[src/mipsPkg.sv]
package mipsPkg;

	// machine and memory sizes
	localparam int dataWidth = 32;
	localparam int regAddrWidth = 5;	// 32 registers
	localparam int memDepth = 64;		// words per memory
	localparam int memAddrWidth = 6;	// word index into either memory
	localparam int pcWidth = 8;		// byte pc, covers 64 words

	// primary opcodes
	localparam logic [5:0] opRtype = 6'h00;
	localparam logic [5:0] opJ = 6'h02;
	localparam logic [5:0] opBeq = 6'h04;
	localparam logic [5:0] opAddi = 6'h08;
	localparam logic [5:0] opAndi = 6'h0c;
	localparam logic [5:0] opLw = 6'h23;
	localparam logic [5:0] opSw = 6'h2b;

	// funct field for r-type
	localparam logic [5:0] fnAdd = 6'h20;
	localparam logic [5:0] fnSub = 6'h22;
	localparam logic [5:0] fnAnd = 6'h24;
	localparam logic [5:0] fnOr = 6'h25;
	localparam logic [5:0] fnSlt = 6'h2a;

	// alu operations
	typedef enum logic [2:0] {
		aluAnd = 3'd0,
		aluOr = 3'd1,
		aluAdd = 3'd2,
		aluSub = 3'd3,	// also the beq compare
		aluSlt = 3'd4,	// signed
		aluPassA = 3'd5
	} aluOpT;

	// instruction word, r-type layout
	// i-type immediate is {rd, shamt, funct}
	// j-type target is everything below opcode
	typedef struct packed {
		logic [5:0] opcode;
		logic [regAddrWidth-1:0] rs;
		logic [regAddrWidth-1:0] rt;
		logic [regAddrWidth-1:0] rd;
		logic [4:0] shamt;
		logic [5:0] funct;
	} instrT;

	// decoded control, one per instruction
	typedef struct packed {
		logic regDst;		// write rd instead of rt
		logic jump;
		logic branch;		// beq, taken on zero
		logic memToReg;		// write back load data
		logic memWrite;
		logic aluSrc;		// b operand is the immediate
		logic regWrite;
		aluOpT aluOp;
	} ctrlT;

endpackage

[src/alu.sv]
`timescale 1ns/1ns

module alu (
	input logic [mipsPkg::dataWidth-1:0] a,
	input logic [mipsPkg::dataWidth-1:0] b,
	input mipsPkg::aluOpT op,
	output logic [mipsPkg::dataWidth-1:0] result,
	output logic zero
);

	logic lessThan;

	// two's complement compare
	assign lessThan = $signed(a) < $signed(b);

	always_comb begin
		case (op)
			mipsPkg::aluAnd: result = a & b;
			mipsPkg::aluOr: result = a | b;
			mipsPkg::aluAdd: result = a + b;
			mipsPkg::aluSub: result = a - b;
			mipsPkg::aluSlt: begin
				result = '0;
				result[0] = lessThan;	// 0 or 1
			end
			default: result = a;	// pass a
		endcase
	end

	// equality independent of op, beq only
	assign zero = (a == b);

endmodule

[config.mk]
export PLATFORM = sky130hd
export DESIGN_NAME = alu
export DESIGN_NICKNAME = d
export VERILOG_FILES = /design/src/mipsPkg.sv /design/src/alu.sv
export SDC_FILE = /design/constraint.sdc
export NUM_CORES = 1
export LEC_CHECK = 0
export BUFFER_PORTS_ARGS = -buffer_cell sky130_fd_sc_hd__buf_2
export CORE_ASPECT_RATIO = 2
export CORE_MARGIN = 2
export CORE_UTILIZATION = 46
export DETAILED_ROUTE_END_ITERATION = 10
export GPL_TIMING_DRIVEN = 0
export PLACE_DENSITY_LB_ADDON = 0.1
export SETUP_SLACK_MARGIN = 0.05
export SLEW_MARGIN = 25
export SYNTH_ARGS = -nofsm -noshare
export SYNTH_HDL_FRONTEND = slang
export SYNTH_SLANG_ARGS = --single-unit
[constraint.sdc]
create_clock -name vclk -period 3.6
set_input_delay 0.18 -clock vclk [all_inputs]
set_output_delay 0.18 -clock vclk [all_outputs]
set_load 0.02 [all_outputs]
==> impl_metrics.ini <==
[layout]
area_delta_synth_final_pct = 14.3
clock_buffers = 0
fin_cells = 1009
design_area_um2 = 5800
final_common_cell = buf_2
seq_area_um2 = 0
num-nets-final = 1041
num_antenna_cells = 0
mostFrequentLayoutCells = 106 x buf_2, 101 x ha_1, 93 x inv_1
drive_gt1_share_pct = 15.0
nFlopsAndLatches = 0

[synth]
yosysWarnings = 0
synthCells = 770
syn_avg_cell_area_um2 = 6.59
synth_compound_area_share_pct = 38.5
netlist-cell-type-count = 75
ys_seq_area_share_pct = 0
syn-cell-area_um2 = 5070
synth_xor_xnor_area_share_pct = 6.21
syn_nets = 940
synth_top_family_by_area = compound AO/OA/AOI/OAI gates
yosys.area_share.simple_pct = 17.7
muxShareOfSynthArea_pct = 0.641
synth-adder-area-share_pct = 25.7

[sta]
tns_ns = 0
worst_slew_pin_slew_ns = 0.985
report.final.hold_viol_count = 0
hold_slack_ns = 0.756
clock.fmax_mhz = 289
slew_viol_final = 0
period_needed_ns = 3.46
fin_crit_sh_pct = 96.0
rsz0062_at_grt = true
setup_viol = 0
maxSlewHeadroom_pct = 34.1

[setup_path]
cp_max_fo = 4
startpoint_type = input port
path_class = input port to primary output
cp.arrival_ns = 3.28
cp-end-kind = primary output
required_ns = 3.42

[floorplan]
coreArea_um2 = 10800
dieArea_um2 = 11900
dieHeight_um = 153
die_w_um = 78.3
row_count = 54
ios = 100
initial_utilization_pct = 46.9

[detailed_routing]
ant_nets = 0
via_per_inst = 6.35
drt_iter0_drc = 503
post_drt_wl_per_cell_um = 22.7
drt_pass1_iterations = 7
drcViolationCount = 0
routed_wl_mm = 22.9
via_count = 6410

[global_routing]
track_usage_pct = 36.7
grt_max_degree = 11
grt_remaining_overflow = 0
grt_pass1_wl_mm = 34.0
grt_pass1_vias = 6516
antenna_found_initial = 0

[pwr]
fin_total_pwr_mw = 1.04
ir_drop_v = 0.0000961
power_density_nw_per_um2 = 180
p_leak_nw = 2.76

[placement]
hpwl_mm = 18.5
place_inst = 1010
numPortBuffers = 99
placed_area_um2 = 5750
gp_congestion = 0.979

[run]
drv_cap = 0

[hold_path]
hold_path.class = input port to primary output

[run_status]
status = finished, final reports clean
[critical path, cell delays in order]
cell and delay [ns]:
buf_2 0.12, inv_1 0.17, ha_1 0.29, a21oi_1 0.14, and2b_1 0.22, a311o_2 0.45
a41o_1 0.33, nand2b_1 0.12, o21ai_0 0.20, xor2_1 0.20, a22o_1 0.23, a221oi_1 0.26
o21ai_0 0.17, buf_2 0.19
[routing by layer]
metal  share of wire, %  up-vias  wire length [um]  GRT usage, %
li1                   -     2967                 -             -
met1                 32     2984              7230          33.2
met2                 52      330             12000          69.6
met3                5.9      129              1360          3.97
met4                 10        0              2340          30.8
met5                  0        -                 0             0
[synthesized netlist by cell type (3+ instances only)]
library cell	n	area (um2)
a211oi_1	9	67.6
a21o_1	14	105
a21oi_1	83	415
a221oi_1	17	149
a22oi_1	5	37.5
a2bb2oi_1	11	96.3
a311oi_1	3	26.3
a31oi_1	10	62.6
a32oi_1	3	26.3
a41oi_1	4	35.0
buf_1	5	18.8
buf_2	7	35.0
clkbuf_1	36	135
ha_1	101	1260
inv_1	93	349
nand2_1	55	206
nand2b_1	8	50.1
nand3_1	12	60.1
nand3b_1	3	22.5
nand4_1	4	25.0
nor2_1	63	236
nor2b_1	9	56.3
nor3_1	14	70.1
nor3b_1	4	30.0
nor4_1	5	31.3
o211ai_1	15	113
o21ai_0	46	230
o21ai_1	3	15.0
o21bai_1	10	75.1
o221ai_1	11	96.3
o22ai_1	5	31.3
o31ai_1	11	82.6
or3_1	3	18.8
xnor2_1	31	272
xor2_1	5	43.8
[logic make-up (layout without fill, tap and decap cells)]
kind of cell | after synthesis | in the layout
simple gates | 191 | 191
fa+ha+maj | 103 | 103
xor+xnor | 36 | 36
compound gates | 291 | 291
buf+inv | 147 | 246
mux | 2 | 2
[metrics by stage]
stage	setup slack (ns)	utilization, %
after floorplan	0.686	-
after global placement	-0.00553	53.1
after detailed placement	0.00438	53.2
after CTS	0.0651	53.2
after global routing	0.0373	53.6
final	0.144	53.6
[final timing paths]
| path | depth (start not counted) | slack, ns | startpoint | endpoint |
|---|---|---|---|---|
| worst min-delay path | 4 | 0.76 | a[24] | result[24] |
| worst max-delay path | 14 | 0.14 | a[1] | result[19] |
[timing repair]
action	CTS	global route
hold buffers	0	0
setup endpoints to repair	3	11
setup buffers	0	0
pin swaps	0	1
gates resized for setup	1	10
[area by class of cell]
class              count  area [um2]
inverters             96         360
plain buffers         50         209
multi-input cells    623        4550
fillers             1153        5010
well taps            140         175
repair buffers       100         503
[where the power goes]
group	switching (mW)	internal [mW]
sequential	0	0
clock	0	0
combinational	0.675	0.369
Note: power is estimated with default switching activity, not from simulation.
