File: src/mipsPkg.sv
package mipsPkg;

	// machine and memory sizes
	localparam int dataWidth = 32;
	localparam int regAddrWidth = 5;	// 32 registers
	localparam int memDepth = 64;		// words per memory
	localparam int memAddrWidth = 6;	// word index into either memory
	localparam int pcWidth = 8;		// byte pc, covers 64 words

	// primary opcodes
	localparam logic [5:0] opRtype = 6'h00;
	localparam logic [5:0] opJ = 6'h02;
	localparam logic [5:0] opBeq = 6'h04;
	localparam logic [5:0] opAddi = 6'h08;
	localparam logic [5:0] opAndi = 6'h0c;
	localparam logic [5:0] opLw = 6'h23;
	localparam logic [5:0] opSw = 6'h2b;

	// funct field for r-type
	localparam logic [5:0] fnAdd = 6'h20;
	localparam logic [5:0] fnSub = 6'h22;
	localparam logic [5:0] fnAnd = 6'h24;
	localparam logic [5:0] fnOr = 6'h25;
	localparam logic [5:0] fnSlt = 6'h2a;

	// alu operations
	typedef enum logic [2:0] {
		aluAnd = 3'd0,
		aluOr = 3'd1,
		aluAdd = 3'd2,
		aluSub = 3'd3,	// also the beq compare
		aluSlt = 3'd4,	// signed
		aluPassA = 3'd5
	} aluOpT;

	// instruction word, r-type layout
	// i-type immediate is {rd, shamt, funct}
	// j-type target is everything below opcode
	typedef struct packed {
		logic [5:0] opcode;
		logic [regAddrWidth-1:0] rs;
		logic [regAddrWidth-1:0] rt;
		logic [regAddrWidth-1:0] rd;
		logic [4:0] shamt;
		logic [5:0] funct;
	} instrT;

	// decoded control, one per instruction
	typedef struct packed {
		logic regDst;		// write rd instead of rt
		logic jump;
		logic branch;		// beq, taken on zero
		logic memToReg;		// write back load data
		logic memWrite;
		logic aluSrc;		// b operand is the immediate
		logic regWrite;
		aluOpT aluOp;
	} ctrlT;

endpackage

File: src/regFile.sv
`timescale 1ns/1ns

module regFile (
	input logic clk,
	input logic reset,
	input logic [mipsPkg::regAddrWidth-1:0] readAddr1,
	input logic [mipsPkg::regAddrWidth-1:0] readAddr2,
	input logic [mipsPkg::regAddrWidth-1:0] writeAddr,
	input logic writeEn,
	input logic [mipsPkg::dataWidth-1:0] writeData,
	output logic [mipsPkg::dataWidth-1:0] readData1,
	output logic [mipsPkg::dataWidth-1:0] readData2
);

	logic [mipsPkg::dataWidth-1:0] regs [2**mipsPkg::regAddrWidth];

	always_ff @(posedge clk or posedge reset) begin
		if (reset) begin
			for (int i = 0; i < 2**mipsPkg::regAddrWidth; i++)
				regs[i] <= '0;
		end else if (writeEn && writeAddr != '0) begin	// $0 is never written
			regs[writeAddr] <= writeData;
		end
	end

	// combinational reads, $0 forced to zero
	assign readData1 = (readAddr1 == '0) ? '0 : regs[readAddr1];
	assign readData2 = (readAddr2 == '0) ? '0 : regs[readAddr2];

endmodule

File: config.mk
export PLATFORM = sky130hd
export DESIGN_NAME = regFile
export DESIGN_NICKNAME = d
export VERILOG_FILES = /design/src/mipsPkg.sv /design/src/regFile.sv
export SDC_FILE = /design/constraint.sdc
export NUM_CORES = 2
export LEC_CHECK = 0
export BUFFER_PORTS_ARGS = -buffer_cell sky130_fd_sc_hd__buf_2
export CORE_ASPECT_RATIO = 0.5
export CORE_MARGIN = 5
export CORE_UTILIZATION = 45
export CTS_CLUSTER_DIAMETER = 50
export DETAILED_ROUTE_END_ITERATION = 10
export GPL_ROUTABILITY_DRIVEN = 0
export PLACE_DENSITY = 0.61
export SYNTH_ARGS = -nofsm -noshare
export SYNTH_HDL_FRONTEND = slang
export SYNTH_SLANG_ARGS = --single-unit
File: constraint.sdc
create_clock -name clk -period 35.3 [get_ports clk]
set_input_delay 1.765 -clock clk [delete_from_list [all_inputs] [get_ports clk]]
set_output_delay 1.765 -clock clk [all_outputs]
set_load 0.02 [all_outputs]
==> metrics <==
Core ar. approximately 120000 um^2; flops & latches, synth between 1000 and 1500; WL met2 81.6 mm; sequential fraction of the synthesis area 46.8%; CTS root buf clkbuf_16; Sink Count between 1000 and 1500; warnings from Yosys 0; PortBufs between 100 and 150; post-synthesis net count 3742; layout cells sized above 1 51.1%; Fillers around 10000; top cells by count, synth mux2_2 (1037), dfrtp_1 (1024), mux4_2 (397), mux2i_1 (271), clkbuf_1 (225); unrepaired setup endpoints after global routing no; number of synthesized flops with an enable pin 0; routed metal-1 wirelength 80.3 mm; total track usage 28.6%; Yosys cell types 48; WL met3 17.6 mm; Slew HR 13.2%; drt total wl about 190 mm; HPWL after DPL 108 mm; max reg flops 1024; clock tree buffer depth 3; max incr delay on CP 0.73 ns; drc violations 0; DR top layer met5; crit-path max FO 37; final worst slack between 20 and 30 ns; Hold Path Class flip-flop to flip-flop; Die H 257 um; minimum clock period about 8.2 ns; Worst path slowest cell buf_4; pin slew with the least headroom to its limit about 1.3 ns; H-tree depth 3; design area 59700 um^2; initial antenna violation count 14; achievable frequency 122 MHz; DIE AREA between 100000 and 150000 um^2; CTS Buf Count roughly 100; Final setup violation count 0; Max rail drop VDD between 30 and 40 uV; vias in the first global route 36230; WP data required 33.53 ns; Synth area leader dfrtp_1; site row count 90; TritonCTS clock tree done; CP Launch Type input pin; Fin Clk Skew 0 ns; first-pass GRT wire length ~270 mm; Placement Setup Slack 27.33 ns; Leakage 25.9 nW; largest delay contributor family on the critical path buffers and inverters; DR iter-0 viols approximately 3800; TritonRoute pass-1 iters 6; DP Area 56200 um^2; Area contributors post-synth dfrtp_1 (47%), mux2_2 (21%), mux4_2 (16%), mux2i_1 (5.0%), clkbuf_1 (1.5%); Die W 503 um; Post-CTS Setup Repair Bufs 0; syn avg cell area about 15 um^2; Max Cap Violations 0; mapped cell area 54700 um^2; Final period util 23.2%; final hold viol count 0; status finished, final reports clean; PwrDens 57.8 nW/um^2; Clk pin slew, worst setup/hold paths roughly 0.06 ns; Cells after Synth around 3700; Ports 114; grt total ovfl 0; crit path DAT approximately 6.4 ns; DRT antenna net count 0; cell breakdown of the critical path buf_6 -> buf_4 -> buf_4 -> and2_2 -> buf_4 -> a22o_1 -> a2111oi_0 -> a311oi_1 -> buf_2; ys async rst share 100%; cell with the most instances after synthesis mux2_2; most frequent CP cell buf_4; post-cts sizing count 0; via count 35736; Initial Util 45.3%; Top FF cell, synth dfrtp_1; Max Slew Vio Count 0; Clk Latency, worst-skew pair 0.70 ns; Setup crit end kind primary output; area delta synth->final 9.16%; vias per cell 6.76; WS Path Type input pin to primary output; setup TNS 0 ns; Hold-fix buffers, CTS 0; hold_ws between 0.4 and 0.5 ns; largest registers regs x1024; largest net degree at the start of global routing 134; Synth top area share 46.8%; drt wl/cell 35.2 um; Top reg by flops regs; Critical path buffers and inverters 5; # nets final 3635
## layout by cell type (no fill, tap or decap), types with 12 or more instances in the layout
master and count:
a2111oi_0 29, a211oi_1 37, a21oi_1 43, a22o_1 42
a22oi_1 77, and2_1 17, buf_2 106, buf_4 101
clkbuf_1 17, clkbuf_16 107, clkbuf_8 15, clkinv_2 23
dfrtp_1 1024, mux2_2 1037, mux2i_1 271, mux4_2 397
nand2_1 24, nand2_2 17, nand3_1 12, nor2_4 17
nor2b_1 37, nor3_1 33, nor4_1 16, o221ai_1 21
o22ai_1 40, o32ai_1 16
## worst paths after layout
check / startpoint / end / slack [ns] / cells after the start
setup reg to reg: regs[952] / regs[952] / 34.49 / 1
setup / recovery: readAddr1[1] / readData1[2] / 27.12 / 9
max in group asynchronous: reset / regs[390] / 29.49 / 7
hold / removal: regs[994] / regs[994] / 0.40 / 0
hold reg to reg: regs[994] / regs[994] / 0.40 / 0
min in group asynchronous: reset / regs[222] / 1.15 / 2
## kinds of logic after synthesis
logic type	Yosys count	synth area share [%]
compound gates	326	4.46
simple gates	207	2.06
buf+inv	430	4.03
mux	1705	42.6
flops	1024	46.8
## routing by layer
layer  global-route usage (%)  vias up
met1                     41.3    19552
met2                     42.0     1723
li1                         -    14062
met3                     8.12      391
met5                        0        -
met4                     8.56        8
## stage by stage
step | std cells | util, % | total power [mW]
2_1_floorplan | 3692 | - | 2.08
3_3_place_gp | 5090 | 46.6 | 2.27
3_5_place_dp | 5090 | 46.6 | 2.30
4_1_cts | 5281 | 49.5 | 3.46
5_1_grt | 5282 | 49.5 | 3.59
6_report | 5285 | 49.5 | 3.45
## report_power, final
| group | leakage (nW) | switching, mW | internal [mW] | total [mW] |
|---|---|---|---|---|
| Clock | 1.74 | 0.494 | 0.668 | 1.16 |
| Combinational | 11.0 | 0.314 | 0.405 | 0.719 |
| Sequential | 13.1 | 0.174 | 1.40 | 1.57 |
## final cells by class
type	count	area [um^2]	share of cell area, %
multi-input combinational	2238	27100	45.4
timing repair buffer	215	1410	2.36
clock inverter	52	594	0.995
clock buffer	139	2950	4.93
sequential	1024	25600	42.9
antenna	4	10.0	0.0168
inverter	3	18.8	0.0314
tap	1610	2010	3.37
No activity file was read; power rests on OpenSTA's default activity.
