## config.mk

```make
export PLATFORM = sky130hd
export DESIGN_NAME = decoder
export DESIGN_NICKNAME = d
export VERILOG_FILES = /design/src/mipsPkg.sv /design/src/decoder.sv
export SDC_FILE = /design/constraint.sdc
export NUM_CORES = 1
export LEC_CHECK = 0
export ABC_AREA = 1
export BUFFER_PORTS_ARGS = -buffer_cell sky130_fd_sc_hd__buf_2
export CORE_AREA = 2 2 39 41
export DETAILED_ROUTE_END_ITERATION = 8
export DIE_AREA = 0 0 41 43
export PLACE_DENSITY = 0.66
export SLEW_MARGIN = 20
export SYNTH_ARGS = -nofsm -noshare
export SYNTH_HDL_FRONTEND = slang
export SYNTH_SLANG_ARGS = --single-unit
```

## constraint.sdc

```tcl
create_clock -name vclk -period 0.9
set_input_delay 0.09 -clock vclk [all_inputs]
set_output_delay 0.09 -clock vclk [all_outputs]
set_load 0.05 [all_outputs]
```

## src/mipsPkg.sv

```systemverilog
package mipsPkg;

	// machine and memory sizes
	localparam int dataWidth = 32;
	localparam int regAddrWidth = 5;	// 32 registers
	localparam int memDepth = 64;		// words per memory
	localparam int memAddrWidth = 6;	// word index into either memory
	localparam int pcWidth = 8;		// byte pc, covers 64 words

	// primary opcodes
	localparam logic [5:0] opRtype = 6'h00;
	localparam logic [5:0] opJ = 6'h02;
	localparam logic [5:0] opBeq = 6'h04;
	localparam logic [5:0] opAddi = 6'h08;
	localparam logic [5:0] opAndi = 6'h0c;
	localparam logic [5:0] opLw = 6'h23;
	localparam logic [5:0] opSw = 6'h2b;

	// funct field for r-type
	localparam logic [5:0] fnAdd = 6'h20;
	localparam logic [5:0] fnSub = 6'h22;
	localparam logic [5:0] fnAnd = 6'h24;
	localparam logic [5:0] fnOr = 6'h25;
	localparam logic [5:0] fnSlt = 6'h2a;

	// alu operations
	typedef enum logic [2:0] {
		aluAnd = 3'd0,
		aluOr = 3'd1,
		aluAdd = 3'd2,
		aluSub = 3'd3,	// also the beq compare
		aluSlt = 3'd4,	// signed
		aluPassA = 3'd5
	} aluOpT;

	// instruction word, r-type layout
	// i-type immediate is {rd, shamt, funct}
	// j-type target is everything below opcode
	typedef struct packed {
		logic [5:0] opcode;
		logic [regAddrWidth-1:0] rs;
		logic [regAddrWidth-1:0] rt;
		logic [regAddrWidth-1:0] rd;
		logic [4:0] shamt;
		logic [5:0] funct;
	} instrT;

	// decoded control, one per instruction
	typedef struct packed {
		logic regDst;		// write rd instead of rt
		logic jump;
		logic branch;		// beq, taken on zero
		logic memToReg;		// write back load data
		logic memWrite;
		logic aluSrc;		// b operand is the immediate
		logic regWrite;
		aluOpT aluOp;
	} ctrlT;

endpackage

```

## src/decoder.sv

```systemverilog
`timescale 1ns/1ns

module decoder (
	input mipsPkg::instrT instr,
	output mipsPkg::ctrlT ctrl
);

	always_comb begin
		ctrl = '0;					// unknown opcode leaves every flag off
		ctrl.aluOp = mipsPkg::aluPassA;
		case (instr.opcode)
			mipsPkg::opRtype: begin
				ctrl.regDst = 1'b1;
				ctrl.regWrite = 1'b1;
				// alu control from funct
				case (instr.funct)
					mipsPkg::fnAdd: ctrl.aluOp = mipsPkg::aluAdd;
					mipsPkg::fnSub: ctrl.aluOp = mipsPkg::aluSub;
					mipsPkg::fnAnd: ctrl.aluOp = mipsPkg::aluAnd;
					mipsPkg::fnOr: ctrl.aluOp = mipsPkg::aluOr;
					mipsPkg::fnSlt: ctrl.aluOp = mipsPkg::aluSlt;
					default: begin
						ctrl.regDst = 1'b0;	// unsupported funct is a no-op
						ctrl.regWrite = 1'b0;
					end
				endcase
			end
			mipsPkg::opAddi: begin
				ctrl.aluSrc = 1'b1;
				ctrl.regWrite = 1'b1;
				ctrl.aluOp = mipsPkg::aluAdd;
			end
			mipsPkg::opAndi: begin
				ctrl.aluSrc = 1'b1;		// immediate still sign extended
				ctrl.regWrite = 1'b1;
				ctrl.aluOp = mipsPkg::aluAnd;
			end
			mipsPkg::opLw: begin
				ctrl.aluSrc = 1'b1;		// base plus offset
				ctrl.memToReg = 1'b1;
				ctrl.regWrite = 1'b1;
				ctrl.aluOp = mipsPkg::aluAdd;
			end
			mipsPkg::opSw: begin
				ctrl.aluSrc = 1'b1;
				ctrl.memWrite = 1'b1;
				ctrl.aluOp = mipsPkg::aluAdd;
			end
			mipsPkg::opBeq: begin
				ctrl.branch = 1'b1;
				ctrl.aluOp = mipsPkg::aluSub;	// zero flag decides
			end
			mipsPkg::opJ: begin
				ctrl.jump = 1'b1;
			end
			default: ;
		endcase
	end

endmodule

```

==> results.md, run 1 <==
- Seq cells: 0
- Met2 Use GR: 22.81%
- # port buffers: 22
- Final worst slack: -0.2743 ns
- Fmax achieved: 851.5 MHz
- Worst Max-Slew Pin Slew: 0.1769 ns
- Sequential share of the synthesized area: 0%
- Max Cap Violations: 0
- Layout cell share with drive strength beyond 1: 66.29%
- Register Area: 0 um2
- Drt initial violations: 3
- Final Cycle Share: 130.5%
- Number of vias per cell: 4.190
- CP max stage delay: 0.27 ns
- GRT Resource Usage Total: 11.70%
- Maximum vdd drop: 0.1571 mV
- Mapped Area: 306.5 um2
- Setup-failing EPs final: 10
- Cell leakage power: 0.3968 nW
- Max-slew headroom: 88.16%
- Synth Instances: 56
- Synth cell count leaders: nand2_1, nor2_1, inv_1, nand3_1
- Post-layout min period: 1.174 ns
- Max-slew violations: 0
- Worst path top cell family by delay: simple AND/OR/NAND/NOR gates
- Setup TNS: -1.858 ns
- Antenna violations before repair: 0
- # rows: 14
- Largest net degree at the start of global routing: 6
- Clock buffer cells: 0
- Hold Vio Cnt, Final: 0
- Worst path required time: 0.81 ns
- Overall power: 0.0002266 W
- GR met1 Demand/Resource: 13.65%
- Placed insts: 101
- # diodes: 0
- Layout fillers: 135
- CP arrival: 1.08 ns
- Violated checks: setup timing
- Via count: 440
- Final wirelength: 917 um
- Chip Height: 43 um
- Busiest grt layer: met2
- Hold_buf cts: 0
- DR DRC count: 0
- Syn Area/Cell: 5.474 um2
- RSZ-0062 raised after global routing: yes
- Chip width: 41 um
- Synth Warn #: 0
- Worst-path maximum fanout: 4
- Setup CP Type: in2out
- Grt ovf: 0
- Hold Worst Slack: 0.4461 ns
- Layout Utilization: 50.63%
- DRT Pass-1 Iters: 3
- Critical-path cell list: buf_6, or2_4, nor2_8, inv_6, nor2_8, nand2_4, nand3b_2, buf_6
- Status: finished with violations
- Final nets: 123
- Routed len/inst: 8.733 um
- Worst setup SP type: input pin
- Largest cells by area after synthesis: nand2_1, nor2_1, nor2_8
- Routing usage on met3: 0.5236%
- Final cell count without fillers: 105
- Area growth, synth to finish: 128.6%
- Worst path slowest cell: or2_4
- Pwr dens: 323.4 nW/um2
- Library cells used by synthesis: 18
- Starting density of the core: 22.15%
- Syn_nets: 88
- Vias in the first global route: 405
- Routability cong.: 0.7252
- DP Wirelength: 761 um
- Most frequent cell after synthesis: nand2_1
- Core area: 1384 um2
- I/O pin total: 42
- Top cell type's share of synthesized area: 18.37%
- DRT antenna net count: 0
- First-pass GRT wire length: 1545 um
- Post-synth top area cell: nand2_1
- Overall die area: 1763 um2
- CP Buf/Inv Count: 3
- Crit end category: output pin
- Worst Hold Class: in2out
==> power breakdown <==
group          total, W  switching, W  internal [W]  leakage, nW
combinational  0.000227      0.000125      0.000102        0.397
sequential            0             0             0            0
clock                 0             0             0            0
==> cell families after synthesis <==
| group | after synthesis | share of synthesized area, % |
|---|---|---|
| buf+inv | 11 | 14.29 |
| simple gates | 44 | 82.04 |
| compound gates | 1 | 3.673 |
==> layout by cell type (no fill, tap or decap), types with 4 or more instances in the layout <==
master   netlist  final
buf_2          0     10
nor2_1        11      9
buf_4          0      9
nand2_1       15      8
buf_6          0      7
buf_8          0      7
inv_1          9      6
nand2_2        1      5
nor2_4         1      4
nand3_1        4      4
==> per-stage QoR <==
step                      cell area, um2  worst slack (ns)
after global placement             545.5           -0.3583
after global routing               700.7           -0.3226
after detailed placement           545.5           -0.3797
final                              700.7           -0.2743
after floorplan                    362.8           -0.3470
after CTS                          680.7           -0.2766
==> layer usage <==
layer | share of wire, % | vias to the layer above
met5 | 0 | -
met4 | 0 | 0
met3 | 6.3 | 0
met2 | 57 | 13
met1 | 36 | 190
li1 | - | 237
==> area by class of cell <==
cell class | instances | area, um2 | area share, %
multi-input cells | 45 | 329.1 | 46.96
repair buffers | 33 | 301.5 | 43.04
inverters | 11 | 50.05 | 7.143
well taps | 16 | 20.02 | 2.857
==> repair_timing <==
action / 4_1_cts / 5_1_grt
setup endpoints to repair: 10 / 10
pin swaps: 8 / 4
gates resized for setup: 32 / 4
setup buffers: 4 / 1
==> worst paths after layout <==
check | from | end | slack (ns) | cells past startpoint
hold / removal | instr[26] | ctrl[8] | 0.45 | 3
setup / recovery | instr[30] | ctrl[3] | -0.27 | 8
No activity file was read; power rests on OpenSTA's default activity.
==> run 2: changes to the inputs <==
--- a/config.mk
+++ b/config.mk
@@ -7,10 +7,12 @@
 export LEC_CHECK = 0
 export ABC_AREA = 1
 export BUFFER_PORTS_ARGS = -buffer_cell sky130_fd_sc_hd__buf_2
-export CORE_AREA = 2 2 39 41
+export CELL_PAD_IN_SITES_DETAIL_PLACEMENT = 2
+export CELL_PAD_IN_SITES_GLOBAL_PLACEMENT = 2
+export CORE_ASPECT_RATIO = 1.4
+export CORE_UTILIZATION = 11
 export DETAILED_ROUTE_END_ITERATION = 8
-export DIE_AREA = 0 0 41 43
-export PLACE_DENSITY = 0.66
+export PLACE_DENSITY = 0.79
 export SLEW_MARGIN = 20
 export SYNTH_ARGS = -nofsm -noshare
 export SYNTH_HDL_FRONTEND = slang
==> constraint.sdc (replaced) <==
create_clock -name vclk -period 0.9
set_input_delay 0.09 -clock vclk [all_inputs]
set_output_delay 0.09 -clock vclk [all_outputs]
set_load 0.005 [all_outputs]
==> run 2 against run 1 <==
  * The flow still finishes with violations (setup timing)
  * Design area shrank 16%
  * Utilization shrank 28 points
  * Total power shrank 26%
  * Setup slack gained 0.083 ns
  * Worst hold slack lost 0.038 ns
  * Fmax grew 7.6%
  * Sequential cell count is the same
  * Wire length grew 24%
  * Critical path depth is the same
  * Via count grew 3.4%
  * Sequential share of layout area is the same
  * Final cell count grew 15%
  * Largest cell class unchanged
==> results.md, run 2 (same netlist as run 1, synthesis figures left out) <==
- Worst Hold Class: in2out
- Worst-path maximum fanout: 4
- Setup TNS: -1.117 ns
- Violated checks: setup timing
- DP Wirelength: 1051 um
- Antenna violations before repair: 0
- Cell leakage power: 0.3639 nW
- Placed insts: 118
- Clk pwr share: 0%
- Chip Height: 64.46 um
- # rows: 22
- Net Sw Frac: 51.50%
- Max Cap Violations: 0
- Worst Max-Slew Pin Slew: 0.1563 ns
- Final worst slack: -0.1916 ns
- Most frequent cells in the layout: buf_2, nand2_1, nor2_1
- Hold path startpoint: instr[26]
- CP arrival: 1.00 ns
- Routability cong.: 0.6978
- Largest net degree at the start of global routing: 6
- Chip width: 46.62 um
- Overall die area: 3005 um2
- Drt initial violations: 1
- Routed len/inst: 9.380 um
- DRT Pass-1 Iters: 2
- Layout cell share with drive strength beyond 1: 58.82%
- I/O pin total: 42
- Sw power: 0.00008585 W
- Grt ovf: 0
- DP Area: 491.7 um2
- Setup CP Type: in2out
- Worst path required time: 0.81 ns
- # diodes: 0
- Post-layout min period: 1.092 ns
- DRT antenna net count: 0
- First-pass GRT wire length: 1925 um
- Final Cycle Share: 121.3%
- Clock buffer cells: 0
- Crit path from: instr[30]
- Setup crit end: ctrl[3]
- Crit end category: output pin
- Register Area: 0 um2
- Final nets: 119
- Setup-failing EPs final: 8
- Pwr dens: 284.1 nW/um2
- Vias in the first global route: 492
- Most common cell after layout, fill and taps aside: buf_2
- Fmax achieved: 916.1 MHz
- Hold Vio Cnt, Final: 0
- GRT Resource Usage Total: 8.248%
- Max-slew headroom: 89.54%
- Via count: 455
- Number of vias per cell: 3.760
- Finished Cell Area: 586.8 um2
- Status: finished with violations
- DR DRC count: 0
- Worst setup SP type: input pin
- Maximum vdd drop: 0.1094 mV
- Layout Utilization: 22.21%
- Core area: 2643 um2
- Max-slew violations: 0
- Final cell count without fillers: 121
- Starting density of the core: 11.60%
- Area growth, synth to finish: 91.43%
- Share of power burned in registers: 0%
- Overall power: 0.0001667 W
- RSZ-0062 raised after global routing: yes
- Combinational share of power: 100.0%
- Seq cells: 0
- Internal power: 0.00008084 W
- Final wirelength: 1135 um
- # port buffers: 22
[run 2: cell count changes in the layout (fill, tap and decap cells not counted), moves of 2 or more]
cell,delta
nand2_2,-2
buf_8,-7
nand2_1,+4
nand2_4,-2
buf_6,-2
buf_2,+7
buf_4,-2
[run 2: layout make-up]
cell class / count / area (um2)
tap: 36 / 45.04
fill: 349 / 2056
multi-input combinational: 45 / 301.5
inverter: 11 / 46.29
timing repair buffer: 29 / 193.9
[run 2: how the worst min path moves through the flow]
| stage | end | slack (ns) | depth (start not counted) |
|---|---|---|---|
| after floorplan | ctrl[8] | 0.22 | 1 |
| after global placement | ctrl[8] | 0.44 | 3 |
| after detailed placement | ctrl[8] | 0.45 | 3 |
| after CTS | ctrl[8] | 0.41 | 3 |
| after global routing | ctrl[8] | 0.43 | 3 |
| final | ctrl[8] | 0.41 | 3 |
[run 2: critical path, stage by stage]
cell	delay (ns)
buf_6	0.09
or2_4	0.27
nor2_8	0.15
inv_6	0.06
nor2_8	0.10
nand2_4	0.07
nand3b_4	0.07
buf_6	0.09
[run 2: power groups by stage]
stage	clock, W	sequential, W	combinational, W
after floorplan	0	0	0.0000702
final	0	0	0.000167
after detailed placement	0	0	0.000140
after global routing	0	0	0.000183
after CTS	0	0	0.000157
after global placement	0	0	0.000133
[run 2: layer usage]
metal / GRT usage, % / share of wire (%) / vias up
li1: - / - / 229
met1: 7.395 / 33 / 213
met2: 18.75 / 62 / 13
met3: 0.2786 / 5.2 / 0
met4: 0 / 0 / 0
met5: 0 / 0 / -
[run 2: what timing repair did]
item / in CTS / in global routing
hold buffers: 0 / 0
pin swaps: 5 / 6
hold endpoints to repair: 0 / 0
endpoints found under the setup margin: 9 / 10
setup buffers: 2 / 1
resized for setup: 12 / 7
[run 2: per-stage QoR]
stage / worst slack (ns) / hold WS [ns]
floorplan: 0.04819 / 0.2165
global placement: -0.1865 / 0.4389
CTS: -0.2118 / 0.4112
finish: -0.1916 / 0.4077
detailed placement: -0.2257 / 0.4523
global route: -0.2461 / 0.4272
